### src/common/cache_geom_pkg.sv
`default_nettype none

package cache_geom_pkg;

  localparam int WORD_W      = 32;                       // CPU word, also the word address width
  localparam int BLOCK_WORDS = 4;                        // Words per block
  localparam int OFFSET_W    = $clog2(BLOCK_WORDS);      // Word offset inside a block
  localparam int SETS        = 8;
  localparam int INDEX_W     = $clog2(SETS);
  localparam int TAG_W       = WORD_W - INDEX_W - OFFSET_W;
  localparam int WAYS        = 4;                        // Associativity
  localparam int AGE_W       = $clog2(WAYS);             // Age 0 is newest, WAYS-1 is the victim
  localparam int BLOCK_W     = BLOCK_WORDS * WORD_W;

  // One word address seen either raw or split into its cache fields
  typedef union packed {
    logic [WORD_W-1:0] word;
    struct packed {
      logic [TAG_W-1:0]    tag;
      logic [INDEX_W-1:0]  index;
      logic [OFFSET_W-1:0] offset;                       // Word select, zero on memory requests
    } f;
  } cache_addr_u;

endpackage

`default_nettype wire
### src/logic/tag_data_array.sv
`timescale 1ns/1ps
`default_nettype none

module tag_data_array (
  input  wire                                                           clk,
  input  wire                                                           rst_n,
  input  wire                                                           rd_en,
  input  wire                                                           wr_en,
  input  wire [cache_geom_pkg::INDEX_W-1:0]                             index,
  input  wire [cache_geom_pkg::WAYS-1:0]                                wr_way,
  input  wire [cache_geom_pkg::TAG_W-1:0]                               wr_tag,
  input  wire [cache_geom_pkg::BLOCK_W-1:0]                             wr_block,
  input  wire                                                           wr_dirty,
  input  wire [cache_geom_pkg::WAYS-1:0][cache_geom_pkg::AGE_W-1:0]     wr_ages,
  output logic [cache_geom_pkg::WAYS-1:0]                               rd_valid,
  output logic [cache_geom_pkg::WAYS-1:0]                               rd_dirty,
  output logic [cache_geom_pkg::WAYS-1:0][cache_geom_pkg::AGE_W-1:0]    rd_ages,
  output logic [cache_geom_pkg::WAYS-1:0][cache_geom_pkg::TAG_W-1:0]    rd_tags,
  output logic [cache_geom_pkg::WAYS-1:0][cache_geom_pkg::BLOCK_W-1:0]  rd_blocks
);
  import cache_geom_pkg::*;

  // Line state per set, one bit or field per way
  logic [WAYS-1:0]             valid_mem [SETS];
  logic [WAYS-1:0]             dirty_mem [SETS];
  logic [WAYS-1:0][AGE_W-1:0]  age_mem   [SETS];
  // Payload
  logic [TAG_W-1:0]            tag_mem   [SETS][WAYS];
  logic [BLOCK_W-1:0]          block_mem [SETS][WAYS];

  always_ff @(posedge clk or negedge rst_n) begin
    if (!rst_n) begin
      for (int s = 0; s < SETS; s++) begin
        valid_mem[s] <= '0;                        // All lines invalid
        dirty_mem[s] <= '0;
        for (int w = 0; w < WAYS; w++) begin
          age_mem[s][w] <= AGE_W'(w);              // Way w starts at age w
        end
      end
      rd_valid <= '0;
      rd_dirty <= '0;
      for (int w = 0; w < WAYS; w++) begin
        rd_ages[w] <= AGE_W'(w);
      end
    end else begin
      if (wr_en) begin
        valid_mem[index] <= valid_mem[index] | wr_way;
        dirty_mem[index] <= wr_dirty ? (dirty_mem[index] | wr_way)
                                     : (dirty_mem[index] & ~wr_way);
        age_mem[index]   <= wr_ages;               // Whole set ages at once
      end
      if (rd_en) begin
        rd_valid <= valid_mem[index];
        rd_dirty <= dirty_mem[index];
        rd_ages  <= age_mem[index];
      end
    end
  end

  always_ff @(posedge clk) begin
    for (int w = 0; w < WAYS; w++) begin
      if (wr_en && wr_way[w]) begin
        tag_mem[index][w]   <= wr_tag;
        block_mem[index][w] <= wr_block;
      end
      if (rd_en) begin
        rd_tags[w]   <= tag_mem[index][w];         // All ways of the set, one cycle later
        rd_blocks[w] <= block_mem[index][w];
      end
    end
  end

  // Exactly one way per array write
  a_wr_way_onehot: assert property (@(posedge clk) disable iff (!rst_n)
    wr_en |-> $onehot(wr_way))
    else $error("array write with wr_way %b", wr_way);

endmodule

`default_nettype wire

### config.mk
export PLATFORM = sky130hd
export DESIGN_NAME = tag_data_array
export DESIGN_NICKNAME = d
export VERILOG_FILES = /design/src/common/cache_geom_pkg.sv /design/src/logic/tag_data_array.sv
export SDC_FILE = /design/constraint.sdc
export NUM_CORES = 2
export LEC_CHECK = 0
export BUFFER_PORTS_ARGS = -buffer_cell sky130_fd_sc_hd__buf_2
export CAP_MARGIN = 10
export CORE_MARGIN = 1
export CORE_UTILIZATION = 40
export CTS_CLUSTER_DIAMETER = 200
export DETAILED_ROUTE_END_ITERATION = 12
export GPL_ROUTABILITY_DRIVEN = 0
export SETUP_SLACK_MARGIN = 0.2
export SKIP_CTS_REPAIR_TIMING = 1
export SLEW_MARGIN = 10
export SYNTH_ARGS = -nofsm -noshare
export SYNTH_HDL_FRONTEND = slang
export SYNTH_MEMORY_MAX_BITS = 65536
export SYNTH_SLANG_ARGS = --single-unit
### constraint.sdc
create_clock -name clk -period 1.4 [get_ports clk]
set_clock_uncertainty 0.15 [all_clocks]
set_input_delay 0.42 -clock clk [delete_from_list [all_inputs] [get_ports clk]]
set_output_delay 0.42 -clock clk [all_outputs]
set_load 0.02 [all_outputs]
==> impl.org <==
** Global routing
- Number of global-route vias before repair :: 120.1k
- Global routing finished with a remaining overflow of 0.
- The initial antenna violation count came to 55.
- Maximum number of pins on one net before global-route repair :: 56
- In the global route stage, overall resource usage came out at 26.08%.
- Wire length of the first global-routing pass :: 966.6 mm

** Worst setup path
- Along the worst path, the maximum fanout reaches 1.
- Reg-to-Reg Start :: tag_mem[3][71]$_DFFE_PP_
- Count of cell instances traversed by the critical path :: 2
- Logic depth of the worst register-to-register path :: 4
- Critical path buffers and inverters :: 2
- The worst setup path is captured at a primary output.
- End of the critical path :: rd_blocks[121]
- For this design, the slowest cell found on the critical path is edfxtp_1.
- The worst setup path is launched from a register.
- R2R setup slack :: -620 ps
- Worst path top cell family by delay :: flip-flops
- End of the worst register-to-register path :: rd_tags[44]$_DFFE_PP_
- The most critical setup path has its startpoint at rd_blocks[121]$_DFFE_PP_.
- CP arrival :: 2000 ps
- Critical-path cell list :: buf_12, buf_8
- The critical path is of the reg -> out type.
- Required time of the critical path :: 830 ps
- On the worst path, the slowest cell contributes a delay of 570 ps.

** Timing
- Setup repair after global routing could not meet its margin everywhere.
- Fmax :: 389.4 MHz
- Across all setup checks in the final design, the least slack found is -1168 ps.
- Min Tclk post-route :: 2568 ps
- At the pin with the least slew margin, the transition time is 956.2 ps.
- Part of the cycle the worst path needs :: 183.4%
- The number of max-slew violations in the final report was 0.
- In this run the tightest slew margin relative to its limit is 36.25%.
- Adding up every negative setup slack in the final design gives -1,485,500 ps.
- The number of hold violations in the final report came to 11.
- Across all hold checks on the routed design, the worst slack comes to -146.5 ps.
- Endpoints failing setup :: 5,643

** Yosys
- Summing the sequential cell areas from Yosys gives 81.83% of the chip area.
- Synthesized area per cell :: 19.78 sq um
- Number of enable flip-flop cells after synthesis :: 5,580
- In this run, synthesis produced a sequential element count of 5,724.
- By area the synthesized netlist is led by edfxtp_1, mux2_2, a221oi_1.
- Proportion of synthesized flip-flops having asynchronous set or reset :: 2.516%
- The mapped netlist covers 0.2092 sq mm.
- Count of distinct cell types in the synthesized netlist :: 47
- Cell types with the highest counts after synthesis :: edfxtp_1, a221oi_1, mux2_2
- When the netlist entered floorplanning its net count stood at 10.75k.
- Of the post-synthesis cell area, the dominant cell type holds 80.08%.
- Number of instances in the synthesized netlist :: 10.58k
- Most used standard cell by instance count after synthesis :: edfxtp_1
- Yosys printed 0 warnings.
- The most used flip-flop cell after synthesis is edfxtp_1.
- The largest total area in the synthesized netlist belongs to edfxtp_1.

** Place
- HPWL after detailed placement :: 466.2 mm
- Port buffering added 810 buffers.
- Area of placed instances :: 0.2408 sq mm
- Counting tap cells, the placed design contains a total of 19.29k instances.

** Floorplanning
- Starting density of the core :: 40.17%
- In this run the count of I/O pins placed on the die edge is 811.
- Area of the die :: 0.5260 sq mm
- The initialized floorplan defines 265 standard-cell rows.
- Height of the die :: 725.2 microns
- Core Footprint :: 0.5209 sq mm
- In this run the horizontal extent of the chip is 725.2 microns.

** Layout
- Total area of sequential cells :: 0.1712 sq mm
- Area taken by multi-input logic gates :: 0.03468 sq mm
- Count of placed standard cells in the final layout, fillers left out :: 20.56k
- The post-route netlist has 31.13% of its cells at a drive strength greater than 1.
- The finished cells cover 0.2647 sq mm.
- Fill cell instance count of the final layout :: 41.13k
- Net count, final :: 13.29k
- The area growth from synthesis to layout is 26.51%.

** Status
- Violations in the final reports :: hold timing, setup timing
- Status :: finished, violations left

** Clock tree
- Number of sinks on the clock net :: 5,724
- The clock reaches the later pin of the worst-skew pair after 1100 ps.
- Number of CTS-inserted buffers :: 590
- Clock-pin slew was measured on the worst setup and hold paths at 60 ps.
- Clock tree synthesis selected as its root buffer the cell clkbuf_16.
- CTS tree :: built
- The clock passes through at most 4 buffers.
- H-tree lvl count :: 6

** Pwr
- Standby leakage power :: 88.79 nW
- Worst supply voltage drop on vdd :: 1361 uV
- Cell Pwr Density :: 1449 mW/mm^2

** Detailed routing
- After the first detailed-routing iteration, the DRC count stood at 16.67k.
- The first TritonRoute pass finished after 8 iterations.
- In the routed layout, each cell is associated on average with a via count of 5.960.
- The final route contains 122.5k vias.
- In the routed design, unresolved DRC markers number 0.
- Final antenna-violating net count :: 0
- After detailed routing, the average wire length per cell comes to 34.50 microns.
- The routed design has 709.4 mm of wire.

** Run
- The tool flagged a number of max-cap violations equal to 0.

** Min path
- In this run the worst hold path is classified as in -> reg.
[power by group]
part	switching (mW)	internal, mW	total (mW)
Sequential	2.82	194	197
Combinational	18.4	12.1	30.5
Clock	68.0	88.2	156
[final cells by class]
cell class	count	share of cell area, %
Sequential cell	5724	64.69
Tap cell	6942	3.281
Timing Repair Buffer	2652	11.65
Antenna cell	19	0.01796
Clock buffer	733	5.844
Multi-Input combinational cell	4147	13.10
Clock inverter	339	1.412
Inverter	3	0.01276
[registers in the layout, summed over array words and instances (netlist names)]
signal,count
age_mem,64
rd_dirty,4
rd_tags,108
tag_mem,864
rd_blocks,512
block_mem,4096
rd_valid,4
dirty_mem,32
rd_ages,8
valid_mem,32
[placed cells by master, fill, tap and decap left out, types with 10 or more instances in the layout]
cell type         n
clkbuf_1        133
clkinv_2         85
mux2i_1         318
dfrtp_2          10
dlygate4sd3_1   180
nand2_1         249
o211ai_1         18
a222oi_1         37
o2bb2ai_1        41
o22ai_1         152
clkinv_16        27
nand3_1          29
buf_12          771
edfxtp_1       5580
dfrtp_1          98
clkinv_1        128
o21ai_1          22
o21ai_0         386
and3_4           33
dfstp_2          36
buf_6           307
mux4_2          114
clkbuf_16       596
buf_4           898
buf_2           405
mux2_2          714
o221ai_1         76
a221oi_1        865
bufinv_16        47
a221o_1          21
a22oi_1         545
diode_2          19
inv_6            13
a22o_1           89
a21oi_1         136
nor2_1          243
buf_8            91
clkinvlp_4       16
[how the worst min path moves through the flow]
stage,startpoint,to,cells after the start
floorplan,rst_n,age_mem[0]$_DFFE_PN0P_,0
global placement,rst_n,age_mem[0]$_DFFE_PN0P_,1
detailed placement,rst_n,valid_mem[7]$_DFFE_PN0P_,1
CTS,rst_n,age_mem[24]$_DFFE_PN0P_,1
global route,wr_way[0],block_mem[0][429]$_DFFE_PP_,2
finish,wr_way[0],block_mem[0][429]$_DFFE_PP_,2
[stage by stage]
| step | setup WS, ps | power (mW) | util, % |
|---|---|---|---|
| 2_1_floorplan | -1623 | 210.2 | - |
| 3_3_place_gp | -2093 | 228.3 | 46.23 |
| 3_5_place_dp | -1507 | 228.9 | 46.23 |
| 4_1_cts | -1314 | 383.2 | 49.92 |
| 5_1_grt | -1227 | 392.9 | 50.81 |
| 6_report | -1168 | 383.7 | 50.82 |
[cells by family after synthesis]
family                 Yosys count  synth area share [%]
DFF                           5724                 81.83
AOI/OAI and AO/OA             2409                 8.665
muxes                         1146                 6.591
buffers and inverters          706                 1.734
and+or+nand+nor                592                 1.184
[metal layers]
layer | global-route usage (%) | vias up | wire length (microns)
li1 | - | 49405 | -
met1 | 35.11 | 64423 | 271600
met5 | 0 | - | 29
met2 | 41.66 | 7565 | 333000
met4 | 10.15 | 6 | 31650
met3 | 5.538 | 1132 | 73090
No activity file was read; power rests on OpenSTA's default activity.
