===== src/common/cache_ctrl_pkg.sv =====
`default_nettype none

package cache_ctrl_pkg;

  // Controller states
  localparam logic [2:0] ST_IDLE     = 3'd0;  // Waits for a CPU request
  localparam logic [2:0] ST_LOOKUP   = 3'd1;  // Array read of the indexed set
  localparam logic [2:0] ST_COMPARE  = 3'd2;  // Tag compare on the registered ways
  localparam logic [2:0] ST_EVICT    = 3'd3;  // Dirty victim goes back to memory
  localparam logic [2:0] ST_ALLOCATE = 3'd4;  // Block fill from memory
  localparam logic [2:0] ST_UPDATE   = 3'd5;  // Array write and CPU response

  // Request opcodes, CPU and memory side alike
  localparam logic OP_READ  = 1'b0;
  localparam logic OP_WRITE = 1'b1;

endpackage

`default_nettype wire


===== src/common/cache_geom_pkg.sv =====
`default_nettype none

package cache_geom_pkg;

  localparam int WORD_W      = 32;                       // CPU word, also the word address width
  localparam int BLOCK_WORDS = 4;                        // Words per block
  localparam int OFFSET_W    = $clog2(BLOCK_WORDS);      // Word offset inside a block
  localparam int SETS        = 8;
  localparam int INDEX_W     = $clog2(SETS);
  localparam int TAG_W       = WORD_W - INDEX_W - OFFSET_W;
  localparam int WAYS        = 4;                        // Associativity
  localparam int AGE_W       = $clog2(WAYS);             // Age 0 is newest, WAYS-1 is the victim
  localparam int BLOCK_W     = BLOCK_WORDS * WORD_W;

  // One word address seen either raw or split into its cache fields
  typedef union packed {
    logic [WORD_W-1:0] word;
    struct packed {
      logic [TAG_W-1:0]    tag;
      logic [INDEX_W-1:0]  index;
      logic [OFFSET_W-1:0] offset;                       // Word select, zero on memory requests
    } f;
  } cache_addr_u;

endpackage

`default_nettype wire

===== src/controller/cache_fsm.sv =====
`timescale 1ns/1ps
`default_nettype none

module cache_fsm (
  input  wire                                clk,
  input  wire                                rst_n,
  input  wire                                cpu_req_enable,
  input  wire                                cpu_req_rw,
  input  wire [cache_geom_pkg::WORD_W-1:0]   cpu_req_addr,
  input  wire [cache_geom_pkg::WORD_W-1:0]   cpu_req_datain,
  output logic                               cpu_res_ready,
  output logic [cache_geom_pkg::WORD_W-1:0]  cpu_res_dataout,
  output logic                               mem_req_enable,
  output logic                               mem_req_rw,
  output logic [cache_geom_pkg::WORD_W-1:0]  mem_req_addr,
  output logic [cache_geom_pkg::BLOCK_W-1:0] mem_req_dataout,
  input  wire                                mem_req_ready,
  input  wire [cache_geom_pkg::BLOCK_W-1:0]  mem_req_datain,
  input  wire                                hit,
  input  wire                                evict,
  input  wire [cache_geom_pkg::TAG_W-1:0]    victim_tag,
  input  wire [cache_geom_pkg::BLOCK_W-1:0]  sel_block,
  input  wire [cache_geom_pkg::BLOCK_W-1:0]  new_block,
  output cache_geom_pkg::cache_addr_u        req_addr,
  output logic                               req_rw,
  output logic [cache_geom_pkg::WORD_W-1:0]  req_data,
  output logic [cache_geom_pkg::BLOCK_W-1:0] fill_block,
  output logic                               rd_en,
  output logic                               wr_en
);
  import cache_geom_pkg::*;
  import cache_ctrl_pkg::*;

  logic [2:0]   state;
  logic [2:0]   state_nxt;
  logic         mem_done;      // Memory answered an active request
  cache_addr_u  mem_addr;

  assign mem_done = mem_req_enable & mem_req_ready;

  always_comb begin
    state_nxt = state;
    case (state)
      ST_IDLE:     if (cpu_req_enable) state_nxt = ST_LOOKUP;
      ST_LOOKUP:   state_nxt = ST_COMPARE;              // Ways come back from the array
      ST_COMPARE: begin
        if (hit)        state_nxt = ST_UPDATE;
        else if (evict) state_nxt = ST_EVICT;           // Dirty victim first
        else            state_nxt = ST_ALLOCATE;
      end
      ST_EVICT:    if (mem_done) state_nxt = ST_ALLOCATE;
      ST_ALLOCATE: if (mem_done) state_nxt = ST_UPDATE;
      ST_UPDATE:   state_nxt = ST_IDLE;
      default:     state_nxt = ST_IDLE;
    endcase
  end

  always_ff @(posedge clk or negedge rst_n) begin
    if (!rst_n) begin
      state          <= ST_IDLE;
      mem_req_enable <= 1'b0;
    end else begin
      state <= state_nxt;
      // Enable drops the cycle after ready, so a fill after a write-back
      // starts one idle cycle late
      case (state)
        ST_COMPARE:            mem_req_enable <= ~hit;
        ST_EVICT, ST_ALLOCATE: mem_req_enable <= ~mem_done;
        default:               mem_req_enable <= 1'b0;
      endcase
    end
  end

  always_ff @(posedge clk) begin
    if (state == ST_IDLE && cpu_req_enable) begin
      req_addr <= cpu_req_addr;                         // Request held for the whole access
      req_rw   <= cpu_req_rw;
      req_data <= cpu_req_datain;
    end
    if (state == ST_COMPARE && evict) begin
      mem_req_dataout <= sel_block;                     // Victim block, stable for write-back
    end
    if (state == ST_ALLOCATE && mem_done) begin
      fill_block <= mem_req_datain;
    end
    if (state == ST_UPDATE) begin
      cpu_res_dataout <= new_block[req_addr.f.offset * WORD_W +: WORD_W];
    end
  end

  // Block address, victim tag on write-back
  always_comb begin
    mem_addr          = req_addr;
    mem_addr.f.offset = '0;
    if (state == ST_EVICT) begin
      mem_addr.f.tag = victim_tag;
    end
  end

  assign mem_req_addr  = mem_addr.word;
  assign mem_req_rw    = (state == ST_EVICT) ? OP_WRITE : OP_READ;
  assign rd_en         = (state == ST_LOOKUP);
  assign wr_en         = (state == ST_UPDATE);          // Array write on the edge ending UPDATE
  assign cpu_res_ready = (state == ST_UPDATE);

  // Memory is only driven while a transfer is pending
  a_mem_en_state: assert property (@(posedge clk) disable iff (!rst_n)
    mem_req_enable |-> (state == ST_EVICT || state == ST_ALLOCATE))
    else $error("mem_req_enable in state %0d", state);

  // CPU must wait for cpu_res_ready before the next request
  a_req_when_idle: assert property (@(posedge clk) disable iff (!rst_n)
    cpu_req_enable |-> state == ST_IDLE)
    else $error("cpu_req_enable while busy in state %0d", state);

endmodule

`default_nettype wire


===== config.mk =====
export PLATFORM = sky130hd
export DESIGN_NAME = cache_fsm
export DESIGN_NICKNAME = d
export VERILOG_FILES = /design/src/common/cache_ctrl_pkg.sv /design/src/common/cache_geom_pkg.sv /design/src/controller/cache_fsm.sv
export SDC_FILE = /design/constraint.sdc
export NUM_CORES = 1
export LEC_CHECK = 0
export BUFFER_PORTS_ARGS = -buffer_cell sky130_fd_sc_hd__buf_2
export CAP_MARGIN = 20
export CORE_AREA = 2 2 343 345
export DETAILED_ROUTE_END_ITERATION = 16
export DIE_AREA = 0 0 345 347
export HOLD_SLACK_MARGIN = 0.1
export MAX_ROUTING_LAYER = met4
export PLACE_DENSITY = 0.38
export SKIP_LAST_GASP = 1
export SLEW_MARGIN = 15
export SYNTH_ARGS = -nofsm -noshare
export SYNTH_HDL_FRONTEND = slang
export SYNTH_SLANG_ARGS = --single-unit

===== constraint.sdc =====
create_clock -name clk -period 15.1 [get_ports clk]
set_clock_uncertainty 0.05 [all_clocks]
set_input_delay 3.775 -clock clk [delete_from_list [all_inputs] [get_ports clk]]
set_output_delay 3.775 -clock clk [all_outputs]
set_load 0.005 [all_outputs]

==> flow_summary.ini <==
[routing]
drtIter0Drc = 503
drc = 0
dr.pass1.iters = 4
ant_nets = 0
routed_wl_um = 64800
post_drt_wl_per_cell_um = 22.0
via_per_inst = 3.04
vias = 8943

[global_route]
grt_pass1_vias = 9561
grt_max_degree = 81
antenna_found_initial = 63
grt_pass1_wl_um = 84400
grt.overflow.total = 0
grt.total_usage_pct = 10.7

[pwr]
peakVddDrop_mv = 0.0928
power_density_nw_per_um2 = 139
p_total_mw = 2.76
total_leakage_power_nw = 8.01

[worst_setup_path]
arrival_ns = 4.36
cp.required_ns = 11.28
end_kind = output port
reg2reg_depth = 5
reg2reg_setup_slack_ns = 12.09
r2r-start = state[2]$_DFFE_PN0P_
r2r-end = mem_req_dataout[114]$_DFFE_PP_
critical_path_class = in -> out
endpoint = mem_req_addr[7]
cpMostUsedCell = buf_2
cp-startpoint = victim_tag[2]
crit_fanout = 2
critical_path.max_stage_delay_ns = 0.31
crit_path_top_delay_cell = mux2_2
crit_chain = buf_2 > mux2_2 > buf_2
start_kind = primary input

[logic_synthesis]
seq_area_frac_synth_pct = 87.7
synth_top_cell_by_area = edfxtp_1
synth_cell_type_count = 27
syn_area_per_cell_sq_um = 26.5
syn_area_sq_um = 12200
yosys-top-cells-count = edfxtp_1 (353), mux4_1 (28), mux2_4 (19), buf_4 (8), mux2_2 (8)
ys.flop_type = edfxtp_1
ys_top_cells_by_area = edfxtp_1 (87%), mux4_1 (6.0%), mux2_4 (2.3%)
synth_seq_cells = 357
ys.warnings.count = 0
syn_inst = 461
async_flop_share_pct = 1.12
synth_most_common_cell = edfxtp_1
synth_top_area_share_pct = 86.8
synth_edf_count = 353

[floorplan]
start_util_pct = 10.5
core_sq_um = 116000
die-area_sq_um = 120000
io-pin-count = 872
die_w_um = 345
die_h_um = 347
num_rows = 125

[timing]
finalSetupViolCount = 0
slew-limit-headroom_pct = 29.6
worst_slew_pin_slew_ns = 1.06
tns_ns = 0
min_period_ns = 8.19
clock.fmax_ghz = 0.122
period_share_pct = 54.2
final-hold-violation-count = 0
slew_violations = 0
rsz0062_at_grt = no

[final_layout]
layout-area-overhead-vs-synth_pct = 62.8
drive_gt1_share_pct = 69.4
nets = 1850
fin_cells = 2944

[clocking]
cts_buffers = 44
postCtsSetupBuffers = 0
path_clk_slew_ns = 0.06
h-tree-depth = 2
postCtsHoldBufs = 0
cts_resized = 0
cts_tree = done
cts_sinks = 357
root_buffer = clkbuf_16
cts.path.max_buffers = 3
clk-insertion-delay-late_ns = 0.60

[placed_design]
hpwl_um = 54900
globalplace.congestion = 0.896
io_buffer_count = 869
dp.cells = 2846

[worst_hold_path]
holdPathStages = 1
hold_path.class = reg -> reg

[outcome]
status = completed

[job]
cap_violations = 0
## report_power, final
group	switching [mW]	total [mW]	leakage, nW	internal [mW]
Combinational	0.232	0.422	4.07	0.190
Clock	0.446	1.06	0.684	0.611
Sequential	0.0511	1.28	3.26	1.23
## area by class of cell
type | count | area (sq um)
sequential | 357 | 10700
clock buffer | 55 | 1140
antenna | 16 | 40.0
clock inverter | 27 | 284
inverter | 4 | 20.0
timing repair buffer | 877 | 4410
multi-input combinational | 84 | 1370
tap | 1524 | 1910
fill | 12800 | 95900
## cell families (layout without fill, tap and decap cells)
family	Yosys count	after routing	share of synthesized area, %
AOI/OAI and AO/OA	7	7	0.400
and+or+nand+nor	16	16	0.779
buffers and inverters	21	963	1.29
DFF	357	357	87.7
other	1	18	0.0307
muxes	59	59	9.84
## sequential cells by signal, summed over array words and instances (netlist names)
name             count
cpu_res_dataout     32
fill_block         128
mem_req_dataout    128
mem_req_enable       1
req_addr            32
req_data            32
req_rw               1
state                3
## stage by stage
step	util, %	hold WS [ns]	setup slack (ns)	cell area, sq um
floorplan	-	0.469	1.32	12200
global placement	15.9	0.532	6.90	18400
detailed placement	15.9	0.563	6.90	18400
CTS	17.1	0.588	6.90	19800
global route	17.2	0.601	6.90	19900
finish	17.2	0.592	6.91	19900
## worst max-delay path: cells and delay by family
family / cells / cell delay [ns]
buf+inv: 2 / 0.28
mux: 1 / 0.31
## cell usage in the layout, fill, tap and decap left out, types with 2 or more instances in the layout
master      Yosys  final
inv_1           3      2
mux2_2          8      8
nand3_1         2      2
nand2_1         4      4
edfxtp_1      353    353
clkinv_1        0     11
nor2_1          3      3
mux4_2          4      4
bufinv_16       0      4
clkbuf_16       0     44
inv_16          0      2
buf_2           3    869
dfrtp_1         4      4
buf_4           8      8
clkinvlp_4      0      3
mux4_1         28     28
conb_1          1      2
clkinv_2        0      6
o21ai_0         2      2
mux2_4         19     19
clkbuf_1        0     11
diode_2         0     16
## metal layers
metal | GRT usage (%) | up-vias | routed length [um]
li1 | - | 3787 | -
met1 | 12.3 | 4396 | 25900
met2 | 16.8 | 631 | 29800
met3 | 5.06 | 129 | 7350
met4 | 2.86 | 0 | 1790
met5 | - | - | 0
## how the worst min path moves through the flow
stage	from	endpoint
2_1_floorplan	state[2]$_DFFE_PN0P_	state[1]$_DFFE_PN0P_
3_3_place_gp	state[2]$_DFFE_PN0P_	state[1]$_DFFE_PN0P_
3_5_place_dp	state[2]$_DFFE_PN0P_	state[1]$_DFFE_PN0P_
4_1_cts	state[2]$_DFFE_PN0P_	state[1]$_DFFE_PN0P_
5_1_grt	state[2]$_DFFE_PN0P_	state[1]$_DFFE_PN0P_
6_report	state[2]$_DFFE_PN0P_	state[1]$_DFFE_PN0P_
Power figures use the tool's default switching activity.
