### config.mk
export PLATFORM = sky130hd
export DESIGN_NAME = line_update
export DESIGN_NICKNAME = d
export VERILOG_FILES = /design/src/common/cache_ctrl_pkg.sv /design/src/common/cache_geom_pkg.sv /design/src/controller/line_update.sv
export SDC_FILE = /design/constraint.sdc
export NUM_CORES = 1
export LEC_CHECK = 0
export ABC_AREA = 1
export BUFFER_PORTS_ARGS = -buffer_cell sky130_fd_sc_hd__buf_2
export CAP_MARGIN = 0
export CORE_AREA = 4 4 171 173
export DETAILED_ROUTE_END_ITERATION = 6
export DIE_AREA = 0 0 175 177
export SLEW_MARGIN = 30
export SYNTH_ARGS = -nofsm -noshare
export SYNTH_HDL_FRONTEND = slang
export SYNTH_SLANG_ARGS = --single-unit
### constraint.sdc
create_clock -name vclk -period 1.9
set_input_delay 0.19 -clock vclk [all_inputs]
set_output_delay 0.19 -clock vclk [all_outputs]
set_load 0.05 [all_outputs]
### src/common/cache_ctrl_pkg.sv
`default_nettype none

package cache_ctrl_pkg;

  // Controller states
  localparam logic [2:0] ST_IDLE     = 3'd0;  // Waits for a CPU request
  localparam logic [2:0] ST_LOOKUP   = 3'd1;  // Array read of the indexed set
  localparam logic [2:0] ST_COMPARE  = 3'd2;  // Tag compare on the registered ways
  localparam logic [2:0] ST_EVICT    = 3'd3;  // Dirty victim goes back to memory
  localparam logic [2:0] ST_ALLOCATE = 3'd4;  // Block fill from memory
  localparam logic [2:0] ST_UPDATE   = 3'd5;  // Array write and CPU response

  // Request opcodes, CPU and memory side alike
  localparam logic OP_READ  = 1'b0;
  localparam logic OP_WRITE = 1'b1;

endpackage

`default_nettype wire

### src/common/cache_geom_pkg.sv
`default_nettype none

package cache_geom_pkg;

  localparam int WORD_W      = 32;                       // CPU word, also the word address width
  localparam int BLOCK_WORDS = 4;                        // Words per block
  localparam int OFFSET_W    = $clog2(BLOCK_WORDS);      // Word offset inside a block
  localparam int SETS        = 8;
  localparam int INDEX_W     = $clog2(SETS);
  localparam int TAG_W       = WORD_W - INDEX_W - OFFSET_W;
  localparam int WAYS        = 4;                        // Associativity
  localparam int AGE_W       = $clog2(WAYS);             // Age 0 is newest, WAYS-1 is the victim
  localparam int BLOCK_W     = BLOCK_WORDS * WORD_W;

  // One word address seen either raw or split into its cache fields
  typedef union packed {
    logic [WORD_W-1:0] word;
    struct packed {
      logic [TAG_W-1:0]    tag;
      logic [INDEX_W-1:0]  index;
      logic [OFFSET_W-1:0] offset;                       // Word select, zero on memory requests
    } f;
  } cache_addr_u;

endpackage

`default_nettype wire
### src/controller/line_update.sv
`timescale 1ns/1ps
`default_nettype none

module line_update (
  input  wire                                                           hit,
  input  wire                                                           req_rw,
  input  wire [cache_geom_pkg::OFFSET_W-1:0]                            req_offset,
  input  wire [cache_geom_pkg::WORD_W-1:0]                              req_data,
  input  wire [cache_geom_pkg::BLOCK_W-1:0]                             sel_block,
  input  wire [cache_geom_pkg::BLOCK_W-1:0]                             fill_block,
  input  wire                                                           sel_dirty,
  input  wire [cache_geom_pkg::AGE_W-1:0]                               sel_age,
  input  wire [cache_geom_pkg::WAYS-1:0][cache_geom_pkg::AGE_W-1:0]     rd_ages,
  output logic [cache_geom_pkg::BLOCK_W-1:0]                            new_block,
  output logic                                                          new_dirty,
  output logic [cache_geom_pkg::WAYS-1:0][cache_geom_pkg::AGE_W-1:0]    new_ages
);
  import cache_geom_pkg::*;
  import cache_ctrl_pkg::*;

  // Hit block or fresh fill, request word merged on writes
  always_comb begin
    new_block = hit ? sel_block : fill_block;
    if (req_rw == OP_WRITE) begin
      new_block[req_offset * WORD_W +: WORD_W] = req_data;
    end
  end

  always_comb begin
    if (req_rw == OP_WRITE) new_dirty = 1'b1;
    else if (hit)           new_dirty = sel_dirty;     // Read hit keeps the line as it was
    else                    new_dirty = 1'b0;          // Clean copy from memory
  end

  // Ages stay a permutation, so the selected way is the one holding sel_age
  always_comb begin
    for (int w = 0; w < WAYS; w++) begin
      if (rd_ages[w] == sel_age)     new_ages[w] = '0;
      else if (rd_ages[w] < sel_age) new_ages[w] = rd_ages[w] + 1'b1;
      else                           new_ages[w] = rd_ages[w];  // Older ways untouched
    end
  end

endmodule

`default_nettype wire

==> results.yml, run 1 <==
critical_path:
  critPathMaxFanout: 14
  arrival_ps: 1660
  cp-start-kind: "primary input"
  cp.required_ps: 1710
  path_class: "in2out"
  end_kind: "output port"
global_routing:
  grt_pass1_wl_mm: 39.0
  antenna_found_initial: 4
  grt_pass1_vias: 6564
  grtUsageTotal_pct: 16.1
  globalRoute.totalOverflow: 0
  grt_start_max_net_pins: 67
cells_and_area:
  seq_cell_count: 0
  layout-drive-gt1-share_pct: 47.6
  n_fill_cell: 3192
  synthToLayoutAreaGrowth_pct: 101
  seq_area_sq_um: 0
  fin_area_sq_mm: 0.00683
  fin_nets: 1459
  clkbuf_count: 0
  multiInputGateArea_sq_mm: 0.00312
synthesis:
  synth_area_leader_cell: "nor2_1"
  avgSynthCellArea_sq_um: 4.67
  syn_area_sq_mm: 0.00340
  synth_most_common_cell: "nor2_1"
  syn_inst: 728
  synth_top_area_share_pct: 22.4
  syn-num-nets: 1044
  yosys-top-cells-count: "nor2_1 (203), o21ai_0 (137), nand2_1 (96)"
  synth-seq-area-share_pct: 0
  ys_top_cells_by_area: "nor2_1 (22%), o21ai_0 (20%), o22ai_1 (12%), nand2_1 (11%), o21ai_1 (7.1%)"
  synth_cell_types: 19
  yosysWarnings: 0
drt:
  wire_per_inst_um: 18.3
  dr.pass1.iters: 5
  vias: 6781
  drc: 0
  drt-initial-drc-count: 564
  routed_wl_mm: 27.8
  ant_nets: 0
  viasPerCell: 4.46
power_and_ir_drop:
  power.density_mw_per_mm2: 404
  total_power_w: 0.00276
  p_leak_nw: 3.46
  peakVddDrop_mv: 0.179
sta:
  rsz0062_at_grt: "true"
  finalSetupTns_ps: 0
  relSlewSlack_pct: 75.0
  finalSetupViolations: 0
  finalMaxSlewViolations: 0
  hold_violations: 0
  max_freq_ghz: 0.540
  worst_pin_slew_ps: 371
  fin_crit_ps: 1850
  fin_crit_sh_pct: 97.5
run_status:
  outcome: "finished clean"
place:
  placed_area_sq_mm: 0.00647
  io_buffers: 440
  post-dp-hpwl_mm: 23.1
  routabilityCongestion: 0.928
floorplanning:
  fp.dieW_um: 175
  num_io_pins: 440
  dieArea_sq_mm: 0.0310
  core_area_sq_mm: 0.0276
  start_util_pct: 12.3
  die_h_um: 177
  rows: 61
clocking:
  cts_hold_buf: 0
  post_cts_buffers: 0
  cts_resized: 99
flow_run:
  maxCapViolCount: 0
min_path:
  hold_path.class: "in2out"
==> cell families (layout without fill, tap and decap cells) <==
family                     after synthesis  after routing  synth area share [%]
and+or+nand+nor                        342            342                  39.8
other                                    0              3                     0
buffers and inverters                  119            532                  15.7
AOI/OAI and AO/OA                      254            254                  39.8
adders and majority gates               13             13                  4.78
==> final cells by class <==
| cell class | instances | area share [%] |
|---|---|---|
| timing repair buffer | 478 | 44.3 |
| multi-input combinational | 609 | 45.7 |
| inverter | 54 | 3.01 |
| tap | 378 | 6.93 |
| antenna | 3 | 0.110 |
==> power breakdown <==
group	switching [W]	internal (W)	total, W	leakage, nW
sequential	0	0	0	0
clock	0	0.000000000212	0.000000000212	0.0000190
combinational	0.00185	0.000908	0.00276	3.46
total	0.00185	0.000908	0.00276	3.46
==> routing by layer <==
layer,global-route usage (%),vias up,share of wire [%]
li1,-,3297,-
met1,21.7,3088,43
met2,27.8,361,48
met3,1.75,33,7.1
met4,3.27,2,1.9
met5,0,-,0.025
==> critical path, cell delays in order <==
cell and delay (ps):
clkbuf_4 160, inv_2 80, ha_1 240, buf_4 220, nor2_1 260, nand2_1 120
o22ai_1 150, buf_4 230
==> final timing paths <==
path                           from       endpoint  slack (ps)  cells past startpoint
worst max-delay path  req_offset[0]  new_block[38]          50                      8
worst min-delay path  sel_block[91]  new_block[91]         750                      4
==> layout by cell type (no fill, tap or decap) <==
master and instances:
o21ai_1 35, clkbuf_4 9, inv_4 1, ha_4 1, buf_12 20, nor2_4 1, a21oi_1 4, inv_1 47
ha_1 12, nor2_2 9, o21ai_2 28, buf_4 92, o22ai_2 13, a21o_1 1, diode_2 3, nand2_2 4
buf_6 11, buf_2 345, buf_8 1, o22ai_1 51, o21ai_0 122, nor2_1 193, nand3_1 28, inv_2 6
nand2_1 93, nand4_1 12, nand3_2 2
==> per-stage QoR <==
step	std cells	worst slack, ps	util, %	hold WS [ps]
6_report	1522	46.6	24.7	749
5_1_grt	1522	-10.8	24.7	788
4_1_cts	1519	-47.9	24.4	754
3_5_place_dp	1519	-153	23.4	810
3_3_place_gp	1519	-136	23.4	805
2_1_floorplan	728	-193	-	618
Note: power is estimated with default switching activity, not from simulation.
==> run 2: changes to the inputs <==
ABC_AREA = 0   (was 1)
CORE_AREA = 4 4 169 171   (was 4 4 171 173)
DIE_AREA = 0 0 173 175   (was 0 0 175 177)
clock period = 2.35 ns   (was 1.9 ns; I/O delays follow)
==> results.yml, run 2 <==
run_status:
  outcome: "finished clean"
critical_path:
  crit_top_cell: "buf_2"
  critPathMaxFanout: 20
  crit_slowest_cell: "nor4b_4"
  worstPathCellList: "buf_2, inv_1, ha_2, nand2b_1, nor4b_4, buf_12, o2bb2ai_1, buf_2"
  cp.required_ps: 2120
  path_class: "in2out"
  path_buf_inv: 4
  arrival_ps: 2020
  critPathMaxStageDelay_ps: 420
  cp-start-kind: "primary input"
  worst_path_dominant_cell_family: "buffers and inverters"
  end_kind: "output port"
  startpoint: "req_offset[1]"
global_routing:
  grt_pass1_vias: 5294
  antenna_found_initial: 6
  grtUsageTotal_pct: 14.1
  globalRoute.totalOverflow: 0
  grt_pass1_wl_mm: 33.3
  grt_start_max_net_pins: 42
drt:
  drc: 0
  vias: 5140
  dr.pass1.iters: 5
  wire_per_inst_um: 20.8
  routed_wl_mm: 23.6
  ant_nets: 0
  drt-initial-drc-count: 271
  viasPerCell: 4.53
sta:
  fin_crit_ps: 2250
  finalSetupViolations: 0
  whs_ps: 864
  finalMaxSlewViolations: 0
  worst_pin_slew_ps: 544
  fin_crit_sh_pct: 95.8
  timing.final.ws_setup_ps: 99.1
  rsz0062_at_grt: "false"
  relSlewSlack_pct: 63.7
  hold_violations: 0
  max_freq_ghz: 0.444
  finalSetupTns_ps: 0
cells_and_area:
  layout-drive-gt1-share_pct: 60.9
  fin_util_pct: 22.7
  synthToLayoutAreaGrowth_pct: 88.3
  mostFrequentLayoutCells: "buf_2 (410), mux2i_1 (128), o2bb2ai_1 (123)"
  stdcell_count: 1135
  seq_area_sq_um: 0
  n_fill_cell: 3011
  seq_cell_count: 0
  fin_nets: 1110
  clkbuf_count: 0
  final_common_cell: "buf_2"
synthesis:
  syn_area_sq_mm: 0.00324
  synth_top_area_share_pct: 39.6
  synth_cell_types: 28
  synth-seq-area-share_pct: 0
  syn_inst: 369
  synth_most_common_cell: "mux2i_1"
  synth_area_leader_cell: "mux2i_1"
  yosysWarnings: 0
  syn-num-nets: 685
  avgSynthCellArea_sq_um: 8.78
  yosys-top-cells-count: "mux2i_1 (128), o2bb2ai_1 (123), buf_2 (22)"
  ys_top_cells_by_area: "mux2i_1 (40%), o2bb2ai_1 (33%), ha_1 (5.0%), buf_2 (3.4%), o2bb2ai_2 (2.3%)"
floorplanning:
  die_h_um: 175
  dieArea_sq_mm: 0.0303
  core_area_sq_mm: 0.0269
  fp.dieW_um: 173
  rows: 60
  num_io_pins: 440
  start_util_pct: 12.0
flow_run:
  maxCapViolCount: 0
power_and_ir_drop:
  power.density_mw_per_mm2: 314
  p_clk_share_pct: 0
  power.internal_w: 0.000616
  p_sw_share_pct: 67.9
  peakVddDrop_mv: 0.142
  p_sw_w: 0.00130
  combPwrFrac_pct: 100.0
  p_leak_nw: 3.21
  pwr-share-seq_pct: 0
min_path:
  hold_path.class: "in2out"
  min_from: "rd_ages[3]"
clocking:
  post_cts_buffers: 0
place:
  io_buffers: 440
  numPlacedInstances: 1133
  post-dp-hpwl_mm: 19.8
  dp_slack_ps: 93.4
  routabilityCongestion: 0.892
==> run 2: cell count changes in the layout (fill, tap and decap cells not counted), sizes merged, moves of 5 or more <==
cell | before | now
o22ai | 64 | 0
and2 | 0 | 6
inv | 54 | 12
nand2b | 0 | 5
nand3 | 30 | 0
o2bb2ai | 0 | 128
nand2 | 97 | 0
o21ai | 185 | 0
nor2 | 203 | 3
mux2i | 0 | 128
nand4 | 12 | 0
buf | 469 | 452
clkbuf | 9 | 15
==> run 2: layer usage <==
metal  wire (um)  up-vias  part of all wire [%]  GRT usage [%]
met1        9650     2386                    41           18.1
met5          52        -                  0.22              0
met4         419        8                   1.8           2.73
li1            -     2356                     -              -
met3        2180       40                   9.2           3.29
met2       11300      350                    48           24.2
==> run 2: cell families (layout without fill, tap and decap cells) <==
family | count (synthesis) | after routing | synth area share (%)
and+or+nand+nor | 28 | 28 | 6.84
muxes | 130 | 130 | 40.3
adders and majority gates | 13 | 13 | 5.02
buffers and inverters | 56 | 479 | 9.20
other | 0 | 2 | 0
AOI/OAI and AO/OA | 142 | 142 | 38.7
==> run 2: power groups by stage <==
| stage | Clock [W] | Combinational, W | Sequential [W] |
|---|---|---|---|
| floorplan | 0 | 0.00122 | 0 |
| global placement | 0 | 0.00188 | 0 |
| detailed placement | 0 | 0.00190 | 0 |
| CTS | 0 | 0.00190 | 0 |
| global route | 0.0000000000572 | 0.00202 | 0 |
| finish | 0.000000000114 | 0.00192 | 0 |
==> run 2: worst paths after layout <==
kind	slack [ps]	endpoint	cells after the start
max	100	new_block[94]	8
min	860	new_ages[3]	3
==> run 2: worst min-delay path: stages <==
cell and delay (ps):
buf_2 110, a221oi_1 70, buf_2 210
==> run 2: repair_timing <==
| action | in CTS | in global routing |
|---|---|---|
| hold buffers | 0 | 0 |
| endpoints found under the setup margin | 0 | 22 |
| gates resized for setup | 0 | 32 |
==> run 2: area by class of cell <==
class                      instances  area (sq um)  share of cell area (%)
antenna                            2          5.00                  0.0821
tap                              341           427                    7.00
timing repair buffer             467          2670                    43.8
inverter                          12          45.0                   0.739
multi-input combinational        313          2950                    48.4
==> run 2: per-stage QoR <==
stage          cell area [sq um]  power, W
5_1_grt                     6090   0.00202
3_3_place_gp                6030   0.00188
6_report                    6100   0.00192
3_5_place_dp                6030   0.00190
2_1_floorplan               3240   0.00122
4_1_cts                     6030   0.00190
