**config.mk**
```make
export PLATFORM = sky130hd
export DESIGN_NAME = way_select
export DESIGN_NICKNAME = d
export VERILOG_FILES = /design/src/common/cache_geom_pkg.sv /design/src/controller/way_select.sv
export SDC_FILE = /design/constraint.sdc
export NUM_CORES = 1
export LEC_CHECK = 0
export BUFFER_PORTS_ARGS = -buffer_cell sky130_fd_sc_hd__buf_4
export CAP_MARGIN = 20
export CORE_AREA = 2 2 326 328
export DETAILED_ROUTE_END_ITERATION = 16
export DIE_AREA = 0 0 328 330
export PLACE_DENSITY = 0.3
export SLEW_MARGIN = 20
export SYNTH_ARGS = -nofsm -noshare
export SYNTH_HDL_FRONTEND = slang
export SYNTH_SLANG_ARGS = --single-unit
```
**constraint.sdc**
```tcl
create_clock -name vclk -period 2.8
set_input_delay 0.28 -clock vclk [all_inputs]
set_output_delay 0.28 -clock vclk [all_outputs]
set_load 0.03 [all_outputs]
```
**src/common/cache_geom_pkg.sv**
```systemverilog
`default_nettype none

package cache_geom_pkg;

  localparam int WORD_W      = 32;                       // CPU word, also the word address width
  localparam int BLOCK_WORDS = 4;                        // Words per block
  localparam int OFFSET_W    = $clog2(BLOCK_WORDS);      // Word offset inside a block
  localparam int SETS        = 8;
  localparam int INDEX_W     = $clog2(SETS);
  localparam int TAG_W       = WORD_W - INDEX_W - OFFSET_W;
  localparam int WAYS        = 4;                        // Associativity
  localparam int AGE_W       = $clog2(WAYS);             // Age 0 is newest, WAYS-1 is the victim
  localparam int BLOCK_W     = BLOCK_WORDS * WORD_W;

  // One word address seen either raw or split into its cache fields
  typedef union packed {
    logic [WORD_W-1:0] word;
    struct packed {
      logic [TAG_W-1:0]    tag;
      logic [INDEX_W-1:0]  index;
      logic [OFFSET_W-1:0] offset;                       // Word select, zero on memory requests
    } f;
  } cache_addr_u;

endpackage

`default_nettype wire
```
**src/controller/way_select.sv**
```systemverilog
`timescale 1ns/1ps
`default_nettype none

module way_select (
  input  wire [cache_geom_pkg::TAG_W-1:0]                               req_tag,
  input  wire [cache_geom_pkg::WAYS-1:0]                                rd_valid,
  input  wire [cache_geom_pkg::WAYS-1:0]                                rd_dirty,
  input  wire [cache_geom_pkg::WAYS-1:0][cache_geom_pkg::AGE_W-1:0]     rd_ages,
  input  wire [cache_geom_pkg::WAYS-1:0][cache_geom_pkg::TAG_W-1:0]     rd_tags,
  input  wire [cache_geom_pkg::WAYS-1:0][cache_geom_pkg::BLOCK_W-1:0]   rd_blocks,
  output logic                                                          hit,
  output logic                                                          evict,
  output logic [cache_geom_pkg::WAYS-1:0]                               way_sel,
  output logic [cache_geom_pkg::TAG_W-1:0]                              victim_tag,
  output logic [cache_geom_pkg::BLOCK_W-1:0]                            sel_block,
  output logic [cache_geom_pkg::AGE_W-1:0]                              sel_age,
  output logic                                                          sel_dirty
);
  import cache_geom_pkg::*;

  logic [WAYS-1:0] hit_way;
  logic [WAYS-1:0] victim_way;   // Oldest way, one-hot while ages are a permutation
  logic [WAYS-1:0] age_seen;

  always_comb begin
    for (int w = 0; w < WAYS; w++) begin
      hit_way[w]    = rd_valid[w] && (rd_tags[w] == req_tag);
      victim_way[w] = (rd_ages[w] == AGE_W'(WAYS - 1));
    end
  end

  assign hit     = |hit_way;
  assign way_sel = hit ? hit_way : victim_way;
  // Write-back only for a valid dirty victim
  assign evict   = !hit && |(victim_way & rd_valid & rd_dirty);

  // One-hot muxes over the ways
  always_comb begin
    victim_tag = '0;
    sel_block  = '0;
    sel_age    = '0;
    sel_dirty  = 1'b0;
    for (int w = 0; w < WAYS; w++) begin
      if (victim_way[w]) victim_tag = rd_tags[w];
      if (way_sel[w]) begin
        sel_block = rd_blocks[w];
        sel_age   = rd_ages[w];
        sel_dirty = rd_dirty[w];
      end
    end
  end

  // Checked once the set holds real lines
  always_comb begin
    age_seen = '0;
    for (int w = 0; w < WAYS; w++) begin
      age_seen[rd_ages[w]] = 1'b1;
    end
    if (|rd_valid) begin
      a_hit_onehot: assert ($onehot0(hit_way))
        else $error("tag %h hits in ways %b", req_tag, hit_way);
      a_ages_perm: assert (&age_seen)   // Every age used once
        else $error("ages not distinct %p", rd_ages);
    end
  end

endmodule

`default_nettype wire

```
==> flow_summary.ini, run 1 <==
[status]
outcome = complete, but fails checks
violations = setup timing

[sta]
whs_ps = 862
slew_headroom = 0.614
worst_slack_ps = -746
fin_crit_sh = 1.27
finalHoldViolations = 0
max_freq_mhz = 282
post-route-min-period_ps = 3550
slew_viol_final = 0
grt_setup_unrepaired = yes
worst_pin_slew_ps = 580
finalSetupViolations = 134

[power]
peakVddDrop_uv = 124
cellPowerDensity_mw_per_mm2 = 224
power.total_mw = 4.80
p_leak_nw = 8.85

[global_route]
grt_pass1_wl_mm = 128
grt_start_max_net_pins = 56
track_usage = 0.171
antenna_found_initial = 17
overflow = 0
grt_pass1_vias = 14200

[routing]
drc = 0
finalWirelength_mm = 99.1
route.antenna.remaining_nets = 0
initialDrtViolationCount = 535
vias_per_cell = 3.82
wire_per_inst_um = 29.0
drt_pass1_iterations = 5
vias = 13100

[placed_design]
place_congestion = 0.982
dpl.cell_count = 3336
portBuffers = 827
placed_cell_area_mm2 = 0.0167
hpwl_mm = 82.5

[die]
die_h_um = 330
num_rows = 119
die_w_um = 328
initial_core_util = 0.0603
core-area_mm2 = 0.105
dieArea_mm2 = 0.108
io_pins = 827

[synth]
synthCells = 948
synth_warnings = 0
yosysTopAreaCell = a221oi_2
syn_area_mm2 = 0.00631
synth_cell_type_count = 38
syn-num-nets = 1611
yosys.area.top_type_share = 0.214
ys_seq_area_frac = 0
avgSynthCellArea_um2 = 6.65
synth.area.top_cells = a221oi_2 21%, o21ai_0 16%, nand2_1 9.8%

[cells_and_area]
area_growth_pct = 240
drive_gt1_frac = 0.771
regArea_um2 = 0
multi_input_area_mm2 = 0.00879
fin_nets = 2689
fin_cells = 3419
stdcell_area_mm2 = 0.0215
nClkBuffers = 0
seq_cell_count = 0
nFillCells = 11700

[flow_run]
maxCapViolCount = 0

[setup_path]
crit_path_top_delay_cell = or4_4
required_ps = 2520
startpoint_type = input pin
path_class = input pin to output pin
crit_path_end_kind = output pin
max_stage_delay_ps = 590
cp.arrival_ps = 3270
cpMostUsedCell = buf_4
crit_chain = buf_4 > buf_4 > xor2_4 > nor4_2 > nand3_1 > or4_4 > a41oi_4 > buf_12 > inv_16 > buf_6 > buf_16 > a221oi_4 > buf_4 > o21ai_2 > buf_6
cp_max_fo = 7

[hold_path]
hold_path_class = input pin to output pin
-- cells in the final DEF (no fill, tap or decap), types with 4 or more instances in the layout --
cell	synthesis	layout
a221o_1	27	27
a221oi_2	90	34
a221oi_4	0	97
buf_12	0	45
buf_16	0	28
buf_4	11	907
buf_6	4	176
buf_8	0	15
diode_2	0	4
nand2_1	165	136
nand2_2	0	19
nand2_4	0	9
nand3_1	7	6
nand4_1	26	26
nor2_1	5	4
nor4_1	27	18
nor4_2	0	6
o21ai_0	204	137
o21ai_1	110	35
o21ai_2	0	111
o21ai_4	0	31
or4_4	1	6
xnor2_1	51	23
xnor2_2	1	20
xnor2_4	0	9
xor2_1	56	35
xor2_2	0	14
xor2_4	0	7
-- critical path, delay by kind of cell --
family,cells,cell delay [ps]
buffers and inverters,8,1150
AOI/OAI and AO/OA,3,640
xor gates and xnor gates,1,190
and+or+nand+nor,3,970
-- area by class of cell --
class / count / share of cell area
repair buffers: 1175 / 0.503
repair inverters: 3 / 0.00327
well taps: 1391 / 0.0811
inverters: 2 / 0.00233
multi-input cells: 844 / 0.410
diodes: 4 / 0.000467
-- cell usage after synthesis --
| master | number |
|---|---|
| o21ai_0 | 204 |
| nand2_1 | 165 |
| o21ai_1 | 110 |
| a221oi_2 | 90 |
| xor2_1 | 56 |
| xnor2_1 | 51 |
| clkbuf_1 | 47 |
| a221oi_1 | 41 |
| buf_2 | 36 |
| a221o_1 | 27 |
| nor4_1 | 27 |
| nand4_1 | 26 |
| buf_4 | 11 |
| nand3_1 | 7 |
| or4_1 | 6 |
| nor2_1 | 5 |
| buf_1 | 4 |
| buf_6 | 4 |
| a21oi_1 | 3 |
| and2_1 | 3 |
| and4_1 | 3 |
| nor4b_1 | 3 |
| a31oi_1 | 2 |
| inv_2 | 2 |
| o22ai_1 | 2 |
| a41oi_2 | 1 |
| a41oi_4 | 1 |
| nand3b_1 | 1 |
| nand4b_1 | 1 |
| nand4bb_1 | 1 |
| nor3_1 | 1 |
| o31ai_2 | 1 |
| o32ai_1 | 1 |
| o41ai_1 | 1 |
| or2_2 | 1 |
| or4_4 | 1 |
| or4bb_1 | 1 |
| xnor2_2 | 1 |
-- worst paths after layout --
check,endpoint,slack (ps),from,cells after the start
max,sel_block[111],-750,req_tag[3],15
min,sel_block[39],860,rd_blocks[423],4
-- metrics by stage --
step           TNS (ps)  worst slack, ps   util
2_1_floorplan     -5800             -143      -
3_3_place_gp    -153660            -1510  0.160
3_5_place_dp    -145930            -1460  0.160
4_1_cts          -90530             -794  0.195
5_1_grt         -107430             -907  0.205
6_report         -82790             -746  0.205
-- kinds of logic after synthesis --
family	synth area share
AO/OA/AOI/OAI	0.581
AND/OR/NAND/NOR	0.187
XOR/XNOR	0.151
buffers and inverters	0.0803
-- power breakdown --
part	leakage [nW]	switching, mW	total [mW]	internal [mW]
Sequential	0	0	0	0
Combinational	8.85	2.52	4.80	2.29
Clock	0.0000254	0	0.000000193	0.000000193
-- routing by layer --
metal | vias to the layer above | track usage | wire length, um
li1 | 5903 | - | -
met3 | 71 | 0.0410 | 7310
met2 | 617 | 0.319 | 51100
met1 | 6456 | 0.203 | 39000
met4 | 12 | 0.0155 | 1540
met5 | - | 0 | 75
-- what timing repair did --
item,in CTS,in global routing
pin swaps,81,76
endpoints found under the setup margin,135,134
gates cloned,24,3
buffers inserted,50,22
hold buffers,0,0
gates resized for setup,490,159
Note: power is estimated with default switching activity, not from simulation.
==> run 2: changes to the inputs <==
--- a/config.mk
+++ b/config.mk
@@ -6,10 +6,10 @@
 export NUM_CORES = 1
 export LEC_CHECK = 0
 export BUFFER_PORTS_ARGS = -buffer_cell sky130_fd_sc_hd__buf_4
-export CAP_MARGIN = 20
-export CORE_AREA = 2 2 326 328
+export CAP_MARGIN = 30
+export CORE_AREA = 10 10 315 317
 export DETAILED_ROUTE_END_ITERATION = 16
-export DIE_AREA = 0 0 328 330
+export DIE_AREA = 0 0 325 327
 export PLACE_DENSITY = 0.3
 export SLEW_MARGIN = 20
 export SYNTH_ARGS = -nofsm -noshare
==> constraint.sdc (replaced) <==
create_clock -name vclk -period 3.12
set_input_delay 0.312 -clock vclk [all_inputs]
set_output_delay 0.312 -clock vclk [all_outputs]
set_load 0.03 [all_outputs]
==> flow_summary.ini, run 2 (synthesized netlist as in run 1, its figures left out) <==
[die]
initial_core_util = 0.0680
num_rows = 112
core-area_mm2 = 0.0928
io_pins = 827
die_w_um = 325
dieArea_mm2 = 0.106
die_h_um = 327

[flow_run]
maxCapViolCount = 0

[hold_path]
hold_path_class = input pin to output pin
min_path_cells = 4
min_to = sel_block[26]
hp-start = rd_blocks[410]

[sta]
slew_headroom = 0.525
whs_ps = 929
grt_setup_unrepaired = yes
worst_pin_slew_ps = 711
post-route-min-period_ps = 3630
max_freq_mhz = 275
slew_viol_final = 0
finalSetupViolations = 132
fin_crit_sh = 1.16
worst_slack_ps = -514
finalHoldViolations = 0

[cells_and_area]
most-common-layout-cells = 954 x buf_4, 147 x o21ai_0, 134 x buf_6
fin_cells = 3291
final_core_util = 0.217
final_common_cell = buf_4
seq_cell_count = 0
area_growth_pct = 220
nClkBuffers = 0
drive_gt1_frac = 0.737
fin_nets = 2697
regArea_um2 = 0
nFillCells = 10400

[global_route]
grt_pass1_wl_mm = 130
grt_start_max_net_pins = 56
track_usage = 0.173
overflow = 0
grt_pass1_vias = 14000
antenna_found_initial = 21

[placed_design]
hpwl_mm = 82.4
portBuffers = 827
place_congestion = 0.931
dpl.cell_count = 3195

[status]
violations = setup timing
outcome = complete, but fails checks

[cts]
hold_buffers = 0

[routing]
finalWirelength_mm = 99.5
initialDrtViolationCount = 632
route.antenna.remaining_nets = 0
wire_per_inst_um = 30.2
drc = 0
drt_pass1_iterations = 4
vias = 13000
vias_per_cell = 3.95

[setup_path]
crit_path_end_kind = output pin
cp_max_fo = 25
startpoint_type = input pin
path_class = input pin to output pin
cp.arrival_ps = 3320
required_ps = 2810

[power]
peakVddDrop_uv = 69.2
cellPowerDensity_mw_per_mm2 = 200
power.total_mw = 4.04
p_leak_nw = 8.70
run 2: cell types whose count changed in the layout (fill, tap and decap cells not counted), sizes merged:
cell / before / now
bufbuf: 1 / 3
clkinv: 2 / 1
inv: 3 / 5
diode: 4 / 5
buf: 1171 / 1175
clkbuf: 3 / 4
run 2: report_power, final:
part	internal [mW]	switching, mW
Combinational	1.94	2.11
Clock	0.000000207	0
Sequential	0	0
Total	1.94	2.11
run 2: worst max path at each step:
stage,start,cells after the start,to,slack (ps)
6_report,req_tag[3],14,sel_block[42],-510
5_1_grt,rd_tags[3],17,sel_block[122],-520
3_3_place_gp,req_tag[3],16,sel_block[3],-1340
4_1_cts,rd_tags[3],17,sel_block[122],-450
3_5_place_dp,req_tag[3],16,sel_block[3],-1300
2_1_floorplan,req_tag[15],9,sel_age[0],-30
run 2: critical path, stage by stage:
cell and delay [ps]:
buf_8 110, buf_6 120, buf_4 120, xor2_1 180, nor4_1 640, and4_4 380, buf_6 120, o31ai_4 90
buf_12 180, buf_6 210, a221oi_4 290, o21ai_1 120, buf_4 170, buf_4 170
run 2: cell type report:
cell class	count	area (um^2)	area share
Timing Repair Buffer	1182	10700	0.531
Multi-Input combinational cell	844	7780	0.386
Antenna cell	5	12.5	0.000620
Timing Repair inverter	4	53.8	0.00267
Tap cell	1254	1570	0.0778
Inverter	2	50.0	0.00248
run 2: layer usage:
layer,GRT usage,up-vias,share of wire
li1,-,5926,-
met1,0.206,6370,0.41
met2,0.320,621,0.51
met3,0.0480,56,0.071
met4,0.0107,18,0.011
met5,0,-,0.0011
run 2: stage by stage:
stage	instance area (um^2)	worst slack, ps	TNS, ps
floorplan	6340	-32.6	-65.3
global placement	16100	-1340	-100680
detailed placement	16100	-1300	-94660
CTS	18800	-453	-47140
global route	20200	-520	-56080
finish	20200	-514	-48390
run 2: repair_timing:
| item | CTS | global route |
|---|---|---|
| gates cloned | 24 | 4 |
| resized for setup | 353 | 239 |
| setup buffers | 52 | 18 |
| pin swaps | 71 | 64 |
| setup endpoints to repair | 134 | 133 |
